<file path="config.mk">
export PLATFORM = sky130hd
export DESIGN_NAME = mc_reset_seq
export DESIGN_NICKNAME = d
export VERILOG_FILES = /design/src/source/mc_mem_pkg.sv /design/src/source/mc_reset_seq.sv
export SDC_FILE = /design/constraint.sdc
export NUM_CORES = 1
export LEC_CHECK = 0
export ABC_AREA = 1
export BUFFER_PORTS_ARGS = -buffer_cell sky130_fd_sc_hd__buf_4
export CAP_MARGIN = 0
export CELL_PAD_IN_SITES_DETAIL_PLACEMENT = 0
export CELL_PAD_IN_SITES_GLOBAL_PLACEMENT = 1
export CORE_AREA = 2 2 39 41
export DETAILED_ROUTE_END_ITERATION = 10
export DIE_AREA = 0 0 41 43
export PLACE_DENSITY_LB_ADDON = 0.1
export SYNTH_ARGS = -nofsm -noshare
export SYNTH_HDL_FRONTEND = slang
export SYNTH_SLANG_ARGS = --single-unit
</file>
<file path="constraint.sdc">
create_clock -name core_ref_clk -period 3.35 [get_ports core_ref_clk]
set_input_delay 0.5025 -clock core_ref_clk [delete_from_list [all_inputs] [get_ports core_ref_clk]]
set_output_delay 0.5025 -clock core_ref_clk [all_outputs]
set_load 0.01 [all_outputs]
</file>
<file path="src/source/mc_mem_pkg.sv">
package mc_mem_pkg;

  localparam int num_banks     = 4;
  localparam int bank_sel_bits = 2;    // low address bits pick the bank
  localparam int bank_words    = 64;
  localparam int word_idx_bits = 6;    // address bits above the bank select

  typedef logic [bank_sel_bits-1:0] bank_sel_t;
  typedef logic [word_idx_bits-1:0] word_idx_t;

  // cycles the user reset stays up after sys_rst_n releases
  localparam int init_delay = 32;
  typedef logic [$clog2(init_delay+1)-1:0] delay_cnt_t;

  localparam int rsp_fifo_depth = 4;
  localparam int rsp_ptr_bits   = $clog2(rsp_fifo_depth);

  // one spare bit so full and empty differ
  typedef logic [2:0] rsp_cnt_t;

endpackage

</file>
<file path="src/source/mc_reset_seq.sv">
`timescale 1ns/1ps

module mc_reset_seq (
  input  logic core_ref_clk,
  input  logic sys_rst_n,
  output logic mc_ui_clk_sync_rst
);
  import mc_mem_pkg::*;

  delay_cnt_t delay_cnt;

  // output is registered from the count, so it drops one edge after
  // the count reaches zero
  always_ff @(posedge core_ref_clk) begin
    if (!sys_rst_n) begin
      delay_cnt          <= delay_cnt_t'(init_delay);
      mc_ui_clk_sync_rst <= 1'b1;
    end else begin
      if (delay_cnt != '0) begin
        delay_cnt <= delay_cnt - 1'b1;  // stops at zero
      end
      mc_ui_clk_sync_rst <= (delay_cnt != '0);
    end
  end

  // user reset must not bounce back up on its own
  a_ui_rst_stays_low : assert property (
    @(posedge core_ref_clk)
      (!mc_ui_clk_sync_rst && sys_rst_n) |=> !mc_ui_clk_sync_rst
  );

endmodule

</file>
; Word-level counts from Yosys, hierarchy flattened
; Cells that the tools add are included.
[word_totals]
reg_bits = 7
out_inout_bits = 1
[classes]
addsub = 1
reduce_logical = 1
[ops]
columns = operator, count
row1 = nonzero test 6 bit, 1
row2 = "subtractor 6 x 1 -> 6 bit, second input constant", 1

; Depth between registers and ports, before layout
[logic_depth]
depth_word = 1
depth_mapped = 6

; Worst setup path after synthesis
; OpenSTA, ideal clock, no wires.
[synth_path]
path_type = register to register
start = reg delay_cnt[0]
end = reg delay_cnt[0]
slack_ns = 2.280
arrival_ns = 0.951
setup_time_ns = 0.120
path_stages_with_launch = 6
required_ns = 3.230
cell_sequence = dfxtp_1 inv_1 ha_1 nand4_1 nand3_1 o21ai_2
[synth_between]
elab_chain_len = 1
[synth_rtl]
columns = element, line
row1 = "start, declared", mc_reset_seq.sv:10  ; delay_cnt_t delay_cnt;
row2 = "start signal, assigned", mc_reset_seq.sv:16  ; delay_cnt <= delay_cnt_t'(init_delay);
row3 = "start signal, assigned", mc_reset_seq.sv:20  ; delay_cnt <= delay_cnt - 1'b1;
row4 = subtractor 6 x 1 -> 6 bit / nonzero test 6 bit (equally long branches), "mc_reset_seq.sv:20, mc_reset_seq.sv:19"
; Parallel ways exist; a longest one is shown, timed or not.
; A chain may end at the register's enable or synchronous reset.

; Worst setup path in the final report
[layout_path]
start = reg delay_cnt[0]
end = reg delay_cnt[4]
; The elaborated chain is that of the path after synthesis.

==> run metrics <==
vias=285; type of origin of the critical path=flip-flop; Synth Register Bits=7; Final Hold Fails=0; Die W=41 um; CTS resizes=0; CTS buffer count=3; NumNets Final=53; dominant cells by area after synthesis=dfxtp_1 (42%), nand2_1 (10%), ha_1 (7.4%), nand3_1 (5.9%), inv_1 (4.5%); YS warnings=0; Worst Slack Setup Final=2.121 ns; Mapped Cells=42; drt drc=0; layout cell share with drive strength beyond 1=20.83%; CTS tree=yes; initial DRC count=6; Final Max Slew Viols=0; area of the multi-input gates=181.4 sq um; CTS Buffer Depth=2; maximum fanout along the worst path=8; crit-path cells=inv_1 > ha_1 > nand4_1 > nand2_1 > a21oi_1; max layer used=met4; diode count=0; Syn Area/Cell=8.014 sq um; largest family of logic cells by synthesized area=simple AND/OR/NAND/NOR gates; WP data arrival=1.38 ns; vias in the first global route=268; Hold-fix buffers, CTS=0; Period minus WS final=1.229 ns; Mapped Area=336.6 sq um; slowest stage delay, CP=0.30 ns; post-route ant nets=0; clk sinks=7; largest net degree at the start of global routing=9; Area growth, synth to finish=18.22%; RSZ-0062 raised after global routing=no; Seq/Total Area, Yosys=41.64%; clock-pin slew on the worst setup and hold paths=0.06 ns; Setup CP Type=reg2reg; slowest stage cell, crit path=dfxtp_1; setup repair bufs after CTS=0; endpoints failing setup=0; maxcap violations=0; period utilization=36.70%; die area=0.001763 sq mm; pre-CTS WS=2.109 ns; Core Area=0.001384 sq mm; port bufs=2; routed vias/inst=4.453; Post-Synth XOR/XNOR Area=2.602%; Worst Skew=0.004473 ns; PD cells=989.3 mW/mm^2; row count=14; final setup TNS=0 ns; post-synthesis mux area share=0%; GRT Resource Usage Total=9.538%; CP required=3.50 ns; share of the synthesized area in the top cell type=41.64%; Routability Congestion=0.7322; area leader, netlist=dfxtp_1; Hold WS=0.4708 ns; CTS H-Tree Depth=1; Adder-Cell Fraction of Synth Area=7.435%; f_max=813.4 MHz; Final Instance Area=397.9 sq um; drt first pass iters=2; detailed-placement wirelength estimate=442.9 um; Clk Latency, worst-skew pair=0.25 ns; fill count=164; antenna violations before repair=0; Congestion Overflow GR=0; worst hold-check path type=in2reg; global-route wire length before repair=1069 um; slew at the pin closest to its max-slew limit=0.2440 ns; met1 WL=243 um; Initial Util=24.32%; sequential cell area=140.1 sq um; CTS root buf=clkbuf_4; complex-gate fraction of the synthesized area=5.576%; Peak VDD IR=0.2516 mV; static leakage=0.1741 nW; Slew HR=83.68%; final WL=566 um; DR WL met2=269 um; Die Ht=43 um; drt wl/cell=8.844 um; syn nets=46; Netlist cell types=15; Synth Area in Simple Gates=38.29%; Post-Place Cell Area=371.6 sq um; Top Ports=3; met3 WL post-DR=45 um; status=completed; Worst setup EP type=flip-flop
==> layout by cell type (no fill, tap or decap), drive strengths merged <==
master | netlist | layout
nand2 | 11 | 11
dfxtp | 7 | 7
nor2 | 5 | 5
inv | 4 | 4
nand3 | 4 | 4
clkbuf | 0 | 4
nand4 | 2 | 2
nand3b | 2 | 2
a21oi | 2 | 2
ha | 2 | 2
buf | 0 | 2
o21ai | 1 | 1
or2 | 1 | 1
xnor2 | 1 | 1
==> stage by stage <==
step	cells	utilization [%]	power, mW
global route	64	28.75	0.4380
finish	64	28.75	0.3936
floorplan	42	-	0.2887
detailed placement	60	26.85	0.3204
CTS	64	28.75	0.4023
global placement	60	26.85	0.3235
==> layout make-up <==
type	count	share of cell area, %
clock buffers	4	6.604
inverters	4	3.774
multi-input cells	31	45.60
flip-flops and latches	7	35.22
well taps	16	5.031
repair buffers	2	3.774
==> state kept, by name, indices dropped and copies added, names as in the netlist <==
signal,cells
mc_ui_clk_sync_rst,1
delay_cnt,6
==> final timing paths <==
| kind | depth (start not counted) | slack [ns] | start | endpoint |
|---|---|---|---|---|
| setup reg to reg | 5 | 2.12 | delay_cnt[0] | delay_cnt[4] |
| hold reg to reg | 2 | 0.49 | delay_cnt[1] | delay_cnt[1] |
| hold / removal | 2 | 0.47 | sys_rst_n | delay_cnt[5] |
| setup / recovery | 5 | 2.12 | delay_cnt[0] | delay_cnt[4] |
==> synthesized netlist by cell type <==
library cell,number
dfxtp_1,7
nand4_1,2
a21oi_1,2
inv_1,4
nor2_4,1
nand3b_1,2
nand3_1,4
nor2_2,1
nand2_1,9
nor2_1,3
o21ai_2,1
xnor2_1,1
ha_1,2
or2_0,1
nand2_2,2
==> layer usage <==
layer	global-route usage, %	up-vias
li1	-	149
met2	12.50	6
met4	4.000	0
met5	0	-
met3	9.948	2
met1	9.646	128
==> kinds of logic after synthesis <==
kind of cell,after synthesis
AND/OR/NAND/NOR,25
flip-flops,7
buffers and inverters,4
AO/OA/AOI/OAI,3
adder cells (fa/ha/maj),2
XOR/XNOR,1
==> where the power goes <==
| part | switching, mW | internal [mW] |
|---|---|---|
| combinational | 0.0919 | 0.0738 |
| sequential | 0.0314 | 0.118 |
| clock | 0.0326 | 0.0456 |
| total | 0.156 | 0.238 |
==> critical path, delay by kind of cell, from the launching register on <==
family                     cells  cell delay (ns)
AOI/OAI and AO/OA              1             0.05
adders and majority gates      1             0.23
buffers and inverters          1             0.19
DFF                            1             0.30
and+or+nand+nor                2             0.36
Note: power is estimated with default switching activity, not from simulation.
