### src/source/mc_mem_pkg.sv
package mc_mem_pkg;

  localparam int num_banks     = 4;
  localparam int bank_sel_bits = 2;    // low address bits pick the bank
  localparam int bank_words    = 64;
  localparam int word_idx_bits = 6;    // address bits above the bank select

  typedef logic [bank_sel_bits-1:0] bank_sel_t;
  typedef logic [word_idx_bits-1:0] word_idx_t;

  // cycles the user reset stays up after sys_rst_n releases
  localparam int init_delay = 32;
  typedef logic [$clog2(init_delay+1)-1:0] delay_cnt_t;

  localparam int rsp_fifo_depth = 4;
  localparam int rsp_ptr_bits   = $clog2(rsp_fifo_depth);

  // one spare bit so full and empty differ
  typedef logic [2:0] rsp_cnt_t;

endpackage

### src/source/mc_noc_pkg.sv
package mc_noc_pkg;

  localparam int flit_width = 64;

  // anything other than msg_store on a request is served as a load
  typedef enum logic [1:0] {
    msg_store_ack = 2'd0,
    msg_load      = 2'd1,
    msg_store     = 2'd2,
    msg_load_ack  = 2'd3
  } msg_type_t;

  typedef logic [5:0]  tag_t;       // echoed back in the response
  typedef logic [31:0] mem_data_t;

  typedef struct packed {
    msg_type_t msg_type;
    tag_t      tag;
    logic [23:0] addr;              // upper bits alias
    mem_data_t data;                // store data
  } req_flit_t;

  typedef struct packed {
    msg_type_t msg_type;
    tag_t      tag;
    logic [23:0] reserved;          // always zero
    mem_data_t data;                // load data, zero on store ack
  } rsp_flit_t;

  // same 64-bit flit seen as request or as response
  typedef union packed {
    req_flit_t req;
    rsp_flit_t rsp;
  } noc_flit_u;

endpackage

### src/source/mc_bank_if.sv
`timescale 1ns/1ps

interface mc_bank_req_if;
  import mc_noc_pkg::*;
  import mc_mem_pkg::*;

  logic      valid;   // one-cycle strobe, bank always takes it
  logic      write;
  word_idx_t widx;
  mem_data_t wdata;
  tag_t      tag;
  logic      sweep;   // zeroing in progress, bank stays silent

  modport dispatch (output valid, write, widx, wdata, tag, sweep);
  modport bank     (input valid, write, widx, wdata, tag, sweep);

endinterface

interface mc_bank_rsp_if;
  import mc_noc_pkg::*;

  logic      valid;   // one-cycle strobe
  logic      write;
  mem_data_t rdata;
  tag_t      tag;

  // level from the collector, only carried on the bank 0 instance
  logic      credit_ok;

  modport bank    (output valid, write, rdata, tag);
  modport collect (input valid, write, rdata, tag);

endinterface

### src/source/mc_mem_bank.sv
`timescale 1ns/1ps

module mc_mem_bank (
  input  logic        core_ref_clk,
  input  logic        sys_rst_n,
  mc_bank_req_if.bank req,
  mc_bank_rsp_if.bank rsp
);
  import mc_noc_pkg::*;
  import mc_mem_pkg::*;

  mem_data_t mem [bank_words];
  mem_data_t rdata_q;
  logic      rsp_valid_q;
  logic      rsp_write_q;
  tag_t      rsp_tag_q;

  always_ff @(posedge core_ref_clk) begin
    if (req.valid) begin
      if (req.write) begin
        mem[req.widx] <= req.wdata;
      end else begin
        rdata_q <= mem[req.widx];  // registered read
      end
      rsp_write_q <= req.write;
      rsp_tag_q   <= req.tag;
    end
  end

  always_ff @(posedge core_ref_clk) begin
    if (!sys_rst_n) begin
      rsp_valid_q <= 1'b0;
    end else begin
      rsp_valid_q <= req.valid & ~req.sweep;  // sweep writes get no ack
    end
  end

  assign rsp.valid = rsp_valid_q;
  assign rsp.write = rsp_write_q;
  assign rsp.rdata = rdata_q;
  assign rsp.tag   = rsp_tag_q;

  // zeroing strobes must be writes of zero
  a_sweep_silent : assert property (
    @(posedge core_ref_clk) disable iff (!sys_rst_n)
      (req.valid && req.sweep) |-> (req.write && (req.wdata == '0))
  );

endmodule

### src/flat_wrapper.sv
// flat-port wrapper written by rule: the top's interface ports become plain ports
module mc_mem_bank_flat import mc_noc_pkg::*; import mc_mem_pkg::*;
  (core_ref_clk, sys_rst_n, req_valid, req_write, req_widx, req_wdata, req_tag, req_sweep, rsp_valid, rsp_write, rsp_rdata, rsp_tag);
  mc_bank_req_if req_i ();
  mc_bank_rsp_if rsp_i ();
  input  logic core_ref_clk;
  input  logic sys_rst_n;
  input wire logic [$bits(req_i.valid)-1:0] req_valid;
  input wire logic [$bits(req_i.write)-1:0] req_write;
  input wire logic [$bits(req_i.widx)-1:0] req_widx;
  input wire logic [$bits(req_i.wdata)-1:0] req_wdata;
  input wire logic [$bits(req_i.tag)-1:0] req_tag;
  input wire logic [$bits(req_i.sweep)-1:0] req_sweep;
  output wire logic [$bits(rsp_i.valid)-1:0] rsp_valid;
  output wire logic [$bits(rsp_i.write)-1:0] rsp_write;
  output wire logic [$bits(rsp_i.rdata)-1:0] rsp_rdata;
  output wire logic [$bits(rsp_i.tag)-1:0] rsp_tag;
  assign req_i.valid = req_valid;
  assign req_i.write = req_write;
  assign req_i.widx = req_widx;
  assign req_i.wdata = req_wdata;
  assign req_i.tag = req_tag;
  assign req_i.sweep = req_sweep;
  assign rsp_valid = rsp_i.valid;
  assign rsp_write = rsp_i.write;
  assign rsp_rdata = rsp_i.rdata;
  assign rsp_tag = rsp_i.tag;
  mc_mem_bank u_core (.core_ref_clk(core_ref_clk), .sys_rst_n(sys_rst_n), .req(req_i), .rsp(rsp_i));
endmodule
### config.mk
export PLATFORM = sky130hd
export DESIGN_NAME = mc_mem_bank_flat
export DESIGN_NICKNAME = d
export VERILOG_FILES = /design/src/source/mc_mem_pkg.sv /design/src/source/mc_noc_pkg.sv /design/src/source/mc_bank_if.sv /design/src/source/mc_mem_bank.sv /design/src/flat_wrapper.sv
export SDC_FILE = /design/constraint.sdc
export NUM_CORES = 2
export LEC_CHECK = 0
export ABC_AREA = 1
export BUFFER_PORTS_ARGS = -buffer_cell sky130_fd_sc_hd__buf_2
export CAP_MARGIN = 40
export CORE_MARGIN = 2
export CORE_UTILIZATION = 63
export CTS_CLUSTER_DIAMETER = 120
export DETAILED_ROUTE_END_ITERATION = 8
export PLACE_DENSITY_LB_ADDON = 0.05
export SKIP_CTS_REPAIR_TIMING = 1
export SYNTH_ARGS = -nofsm -noshare
export SYNTH_HDL_FRONTEND = slang
export SYNTH_SLANG_ARGS = --single-unit
### constraint.sdc
create_clock -name core_ref_clk -period 6.3 [get_ports core_ref_clk]
set_clock_uncertainty 0.15 [all_clocks]
set_input_delay 0.315 -clock core_ref_clk [delete_from_list [all_inputs] [get_ports core_ref_clk]]
set_output_delay 0.315 -clock core_ref_clk [all_outputs]
set_load 0.005 [all_outputs]
Yosys cells after proc, flatten, opt, wreduce, memory -nomap -nowiden:

Memories as Yosys holds them, arrays and structs flattened. A register that Yosys moved wholly into a read port is not among the register bits.
Index checks and enable logic that the tools add are counted.

* multiplexer cells: 3
* bitwise operators: 3
* reduce and logical (&&, ||, !) cells: 1

Operators with widths (number)
* $mux W1: 3
* $not A1 Y1: 2
* $reduce_and A2 Y1: 1
* $and A1 B1 Y1: 1

* register bits after elaboration: 8
* RAM bits: 2048
* bits of input ports: 49
* output and inout port bits: 40
* word-level logic and storage cells: 11
* memories kept: 1

Memories
* u_core.mem: words 64, bits a word 32, read ports 1, clocked after memory_dff 1, wr ports 1, RTL line mc_mem_bank.sv:12 `mem_data_t mem [bank_words];`

Depth between registers and ports, before layout:

* depth in word-level cells: 3
* gate-level depth with buffers: 15
* mapped depth without buffers: 11

Worst setup path after synthesis:

OpenSTA, ideal clock, no wires.

* kind: input to register
* from: input port req_widx[1]
* to: memory u_core.mem[40][0] in the netlist's numbering, enable pin
* setup time: 0.502 ns
* arrival: 4.151 ns
* data required time: 5.648 ns
* path slack: 1.498 ns
* cell stages on the path: 5
* buffers on the path: 2
* cell sequence: buf_2 > buf_2 > nor2_1 > inv_1 > nor4_1

RTL lines
* start, declared: RTL line flat_wrapper.sv:10 `input wire logic [$bits(req_i.widx)-1:0] req_widx;`
* end, declared: RTL line mc_mem_bank.sv:12

No word-level cell before the write port.

Final worst setup path:

* from: input port req_widx[1]
* to: memory u_core.mem[11][25] in the netlist's numbering, enable pin

No word-level cell before the write port.

==> results.md <==
- Status: complete, no violations
- Worst-Margin Slew: 1070 ps
- Family with the most delay on the worst path: buffers and inverters
- Area contributors post-synth: edfxtp_1 (71%), nand2_1 (25%), buf_6 (1.1%), buf_2 (0.94%), nor2_1 (0.59%)
- Initial Utilization: 63.7%
- Num CTS Buffers: 202
- GRT Overall Usage: 33.2%
- Headroom to the max-slew limit: 28.5%
- Distinct cells, synth: 23
- Final period utilization: 54.5%
- VDD IR-drop max: 237 uV
- Slowest library cell on the worst path: nand3_1
- Reg clk slew, reported paths: 60 ps
- Top sig layer: met5
- Total Wirelength: 236000 um
- Chip height: 377 um
- DRT antenna net count: 0
- Max clock buf depth: 3
- Yosys Warn Count: 0
- Share of the synthesized area in the top cell type: 71.4%
- IO Pins: 89
- GRT overflow: 0
- Worst R2R Path Depth: 10
- Placed Area: 90600 um2
- Post-synth top cells: nand2_1 (5730), edfxtp_1 (2087), buf_2 (165), nor2_1 (139), clkbuf_1 (111)
- Nets: 8548
- Synth async-reset ratio: 0%
- Buf+Inv Stages, Crit Path: 4
- Die area: 142000 um2
- CP max stage delay: 620 ps
- Fmax: 291 MHz
- Iter 0 DRT Violations: 7306
- Endpoint class of the critical path: flop
- Vias in the first global route: 54800
- Metal3 WL: 25400 um
- Static leakage: 40.4 nW
- Most common cell in the netlist: nand2_1
- # clock sinks: 2088
- DRC viols: 0
- Max Fanout on Critical Path: 102
- Cell Pwr Density: 295 nW/um2
- Max_cap viols: 0
- Synthesized net count: 8501
- CP arrival: 3790 ps
- Vias per cell: 5.63
- Classification of the worst setup path: in2reg
- EDFF count, synth: 2087
- Final setup TNS: 0 ps
- Rows: 136
- DR pass1 iterations: 6
- Area added between synthesis and finish: 10.4%
- Hold depth: 3
- GP Congestion: 0.908
- CTS root buf: clkbuf_16
- Finish-stage setup viols: 0
- Post-synthesis cell count: 8452
- Initial antenna violation count: 10
- Core Region: 138000 um2
- H-Tree Level Count: 4
- DR vias: 58800
- First-pass GRT wire length: 346000 um
- Share of cells above drive strength 1: 6.83%
- Max-slew violation count: 0
- Met2 Wirelength: 106000 um
- Final Critical Period: 3430 ps
- Final Hold Fails: 0
- HPWL after detailed placement: 127000 um
- Clock latency on the worst-skew pair: 830 ps
- Number of buffers added on ports: 88
- Crit. path cell count: 7
- Post-route cell area: 96900 um2
- Top cell type by total area after synthesis: edfxtp_1
- Crit-path cells: buf_8, inv_16, nor2_1, nand3_1, buf_4, nor2_4, buf_4
- Synth Area per Inst: 10.4 um2
- RSZ-0062 raised after global routing: false
- Critical Path RT: 6650 ps
- Met1 Wirelength: 94000 um
- Most used DFF post-synth: edfxtp_1
- Die width: 377 um
- Startpoint Class: input pin
- CTS tree: done
- Post-synthesis sequential element count: 2088
- Most frequent CP cell: buf_4
- Largest net degree at the start of global routing: 186
- Tightest Hold Check Type: in2reg
- Register area share after synthesis: 71.5%
- Syn Std Cell Area: 87700 um2
- DR WL/cell: 22.6 um
layout by cell type, fill, tap and decap left out, drive strengths merged, types with 8 or more instances in the layout:
master / synthesis / routed
edfxtp: 2087 / 2087
dlygate4sd3: 0 / 15
nor3: 8 / 8
nand2: 5730 / 5730
buf: 310 / 249
nand3: 13 / 13
clkbuf: 111 / 260
clkinv: 1 / 88
bufinv: 0 / 8
inv: 30 / 36
nor2: 139 / 139
per-layer routing:
| metal | GRT usage (%) | up-vias |
|---|---|---|
| met5 | 0 | - |
| met4 | 14.3 | 6 |
| met3 | 7.52 | 414 |
| met2 | 50.0 | 2965 |
| met1 | 47.1 | 28000 |
| li1 | - | 27400 |
final timing paths:
path                                                    from                              to  slack (ps)
worst max-delay path                             req_widx[1]    u_core.mem[11][25]$_DFFE_PP_        2870
worst min-delay path                           req_wdata[22]    u_core.mem[51][22]$_DFFE_PP_          10
worst max register to register  u_core.mem[50][14]$_DFFE_PP_  u_core.rsp.rdata[14]$_DFFE_PP_        3800
worst min register to register  u_core.mem[23][30]$_DFFE_PP_  u_core.rsp.rdata[30]$_DFFE_PP_         630
worst min-delay path: stages:
cell and delay, ps:
buf_2 90, buf_4 130, buf_16 210
sequential cells by signal, indices dropped and copies added (netlist names):
register,count
u_core.mem,2048
u_core.rsp.write,1
u_core.rsp.rdata,32
u_core.rsp.tag,6
u_core.rsp.valid,1
power by group:
group / switching [W] / leakage, nW / internal (W) / total (W)
Combinational: 0.00139 / 18.6 / 0.000408 / 0.00180
Sequential: 0.0000189 / 18.8 / 0.0154 / 0.0154
Clock: 0.00505 / 2.99 / 0.00634 / 0.0114
Total: 0.00646 / 40.4 / 0.0221 / 0.0286
per-stage QoR:
| step | instances | total power (W) | worst slack (ps) | utilization [%] | hold WS (ps) |
|---|---|---|---|---|---|
| finish | 10500 | 0.0286 | 2870 | 70.3 | 13.0 |
| global placement | 10000 | 0.0174 | 2090 | 64.8 | 323 |
| floorplan | 8452 | 0.0167 | 1500 | - | 237 |
| global route | 10500 | 0.0293 | 2750 | 70.3 | 2.04 |
| detailed placement | 10100 | 0.0174 | 2110 | 65.8 | 326 |
| CTS | 10400 | 0.0286 | 2970 | 70.2 | -568 |
layout make-up:
type	count	area (um2)
Fill cell	9944	40900
Timing Repair Buffer	264	2860
Multi-Input combinational cell	5912	22800
Tap cell	1794	2240
Inverter	31	153
Antenna cell	3	7.51
Clock buffer	260	5420
Clock inverter	101	677
Sequential cell	2088	62700
cells by family (layout without fill, tap and decap cells):
kind of cell | after synthesis | after routing | share of synthesized area [%]
and+or+nand+nor | 5900 | 5900 | 25.4
DFF | 2088 | 2088 | 71.5
buffers and inverters | 452 | 656 | 3.07
AOI/OAI and AO/OA | 12 | 12 | 0.0827
other | 0 | 3 | 0
(Power assumes the default switching activity.)
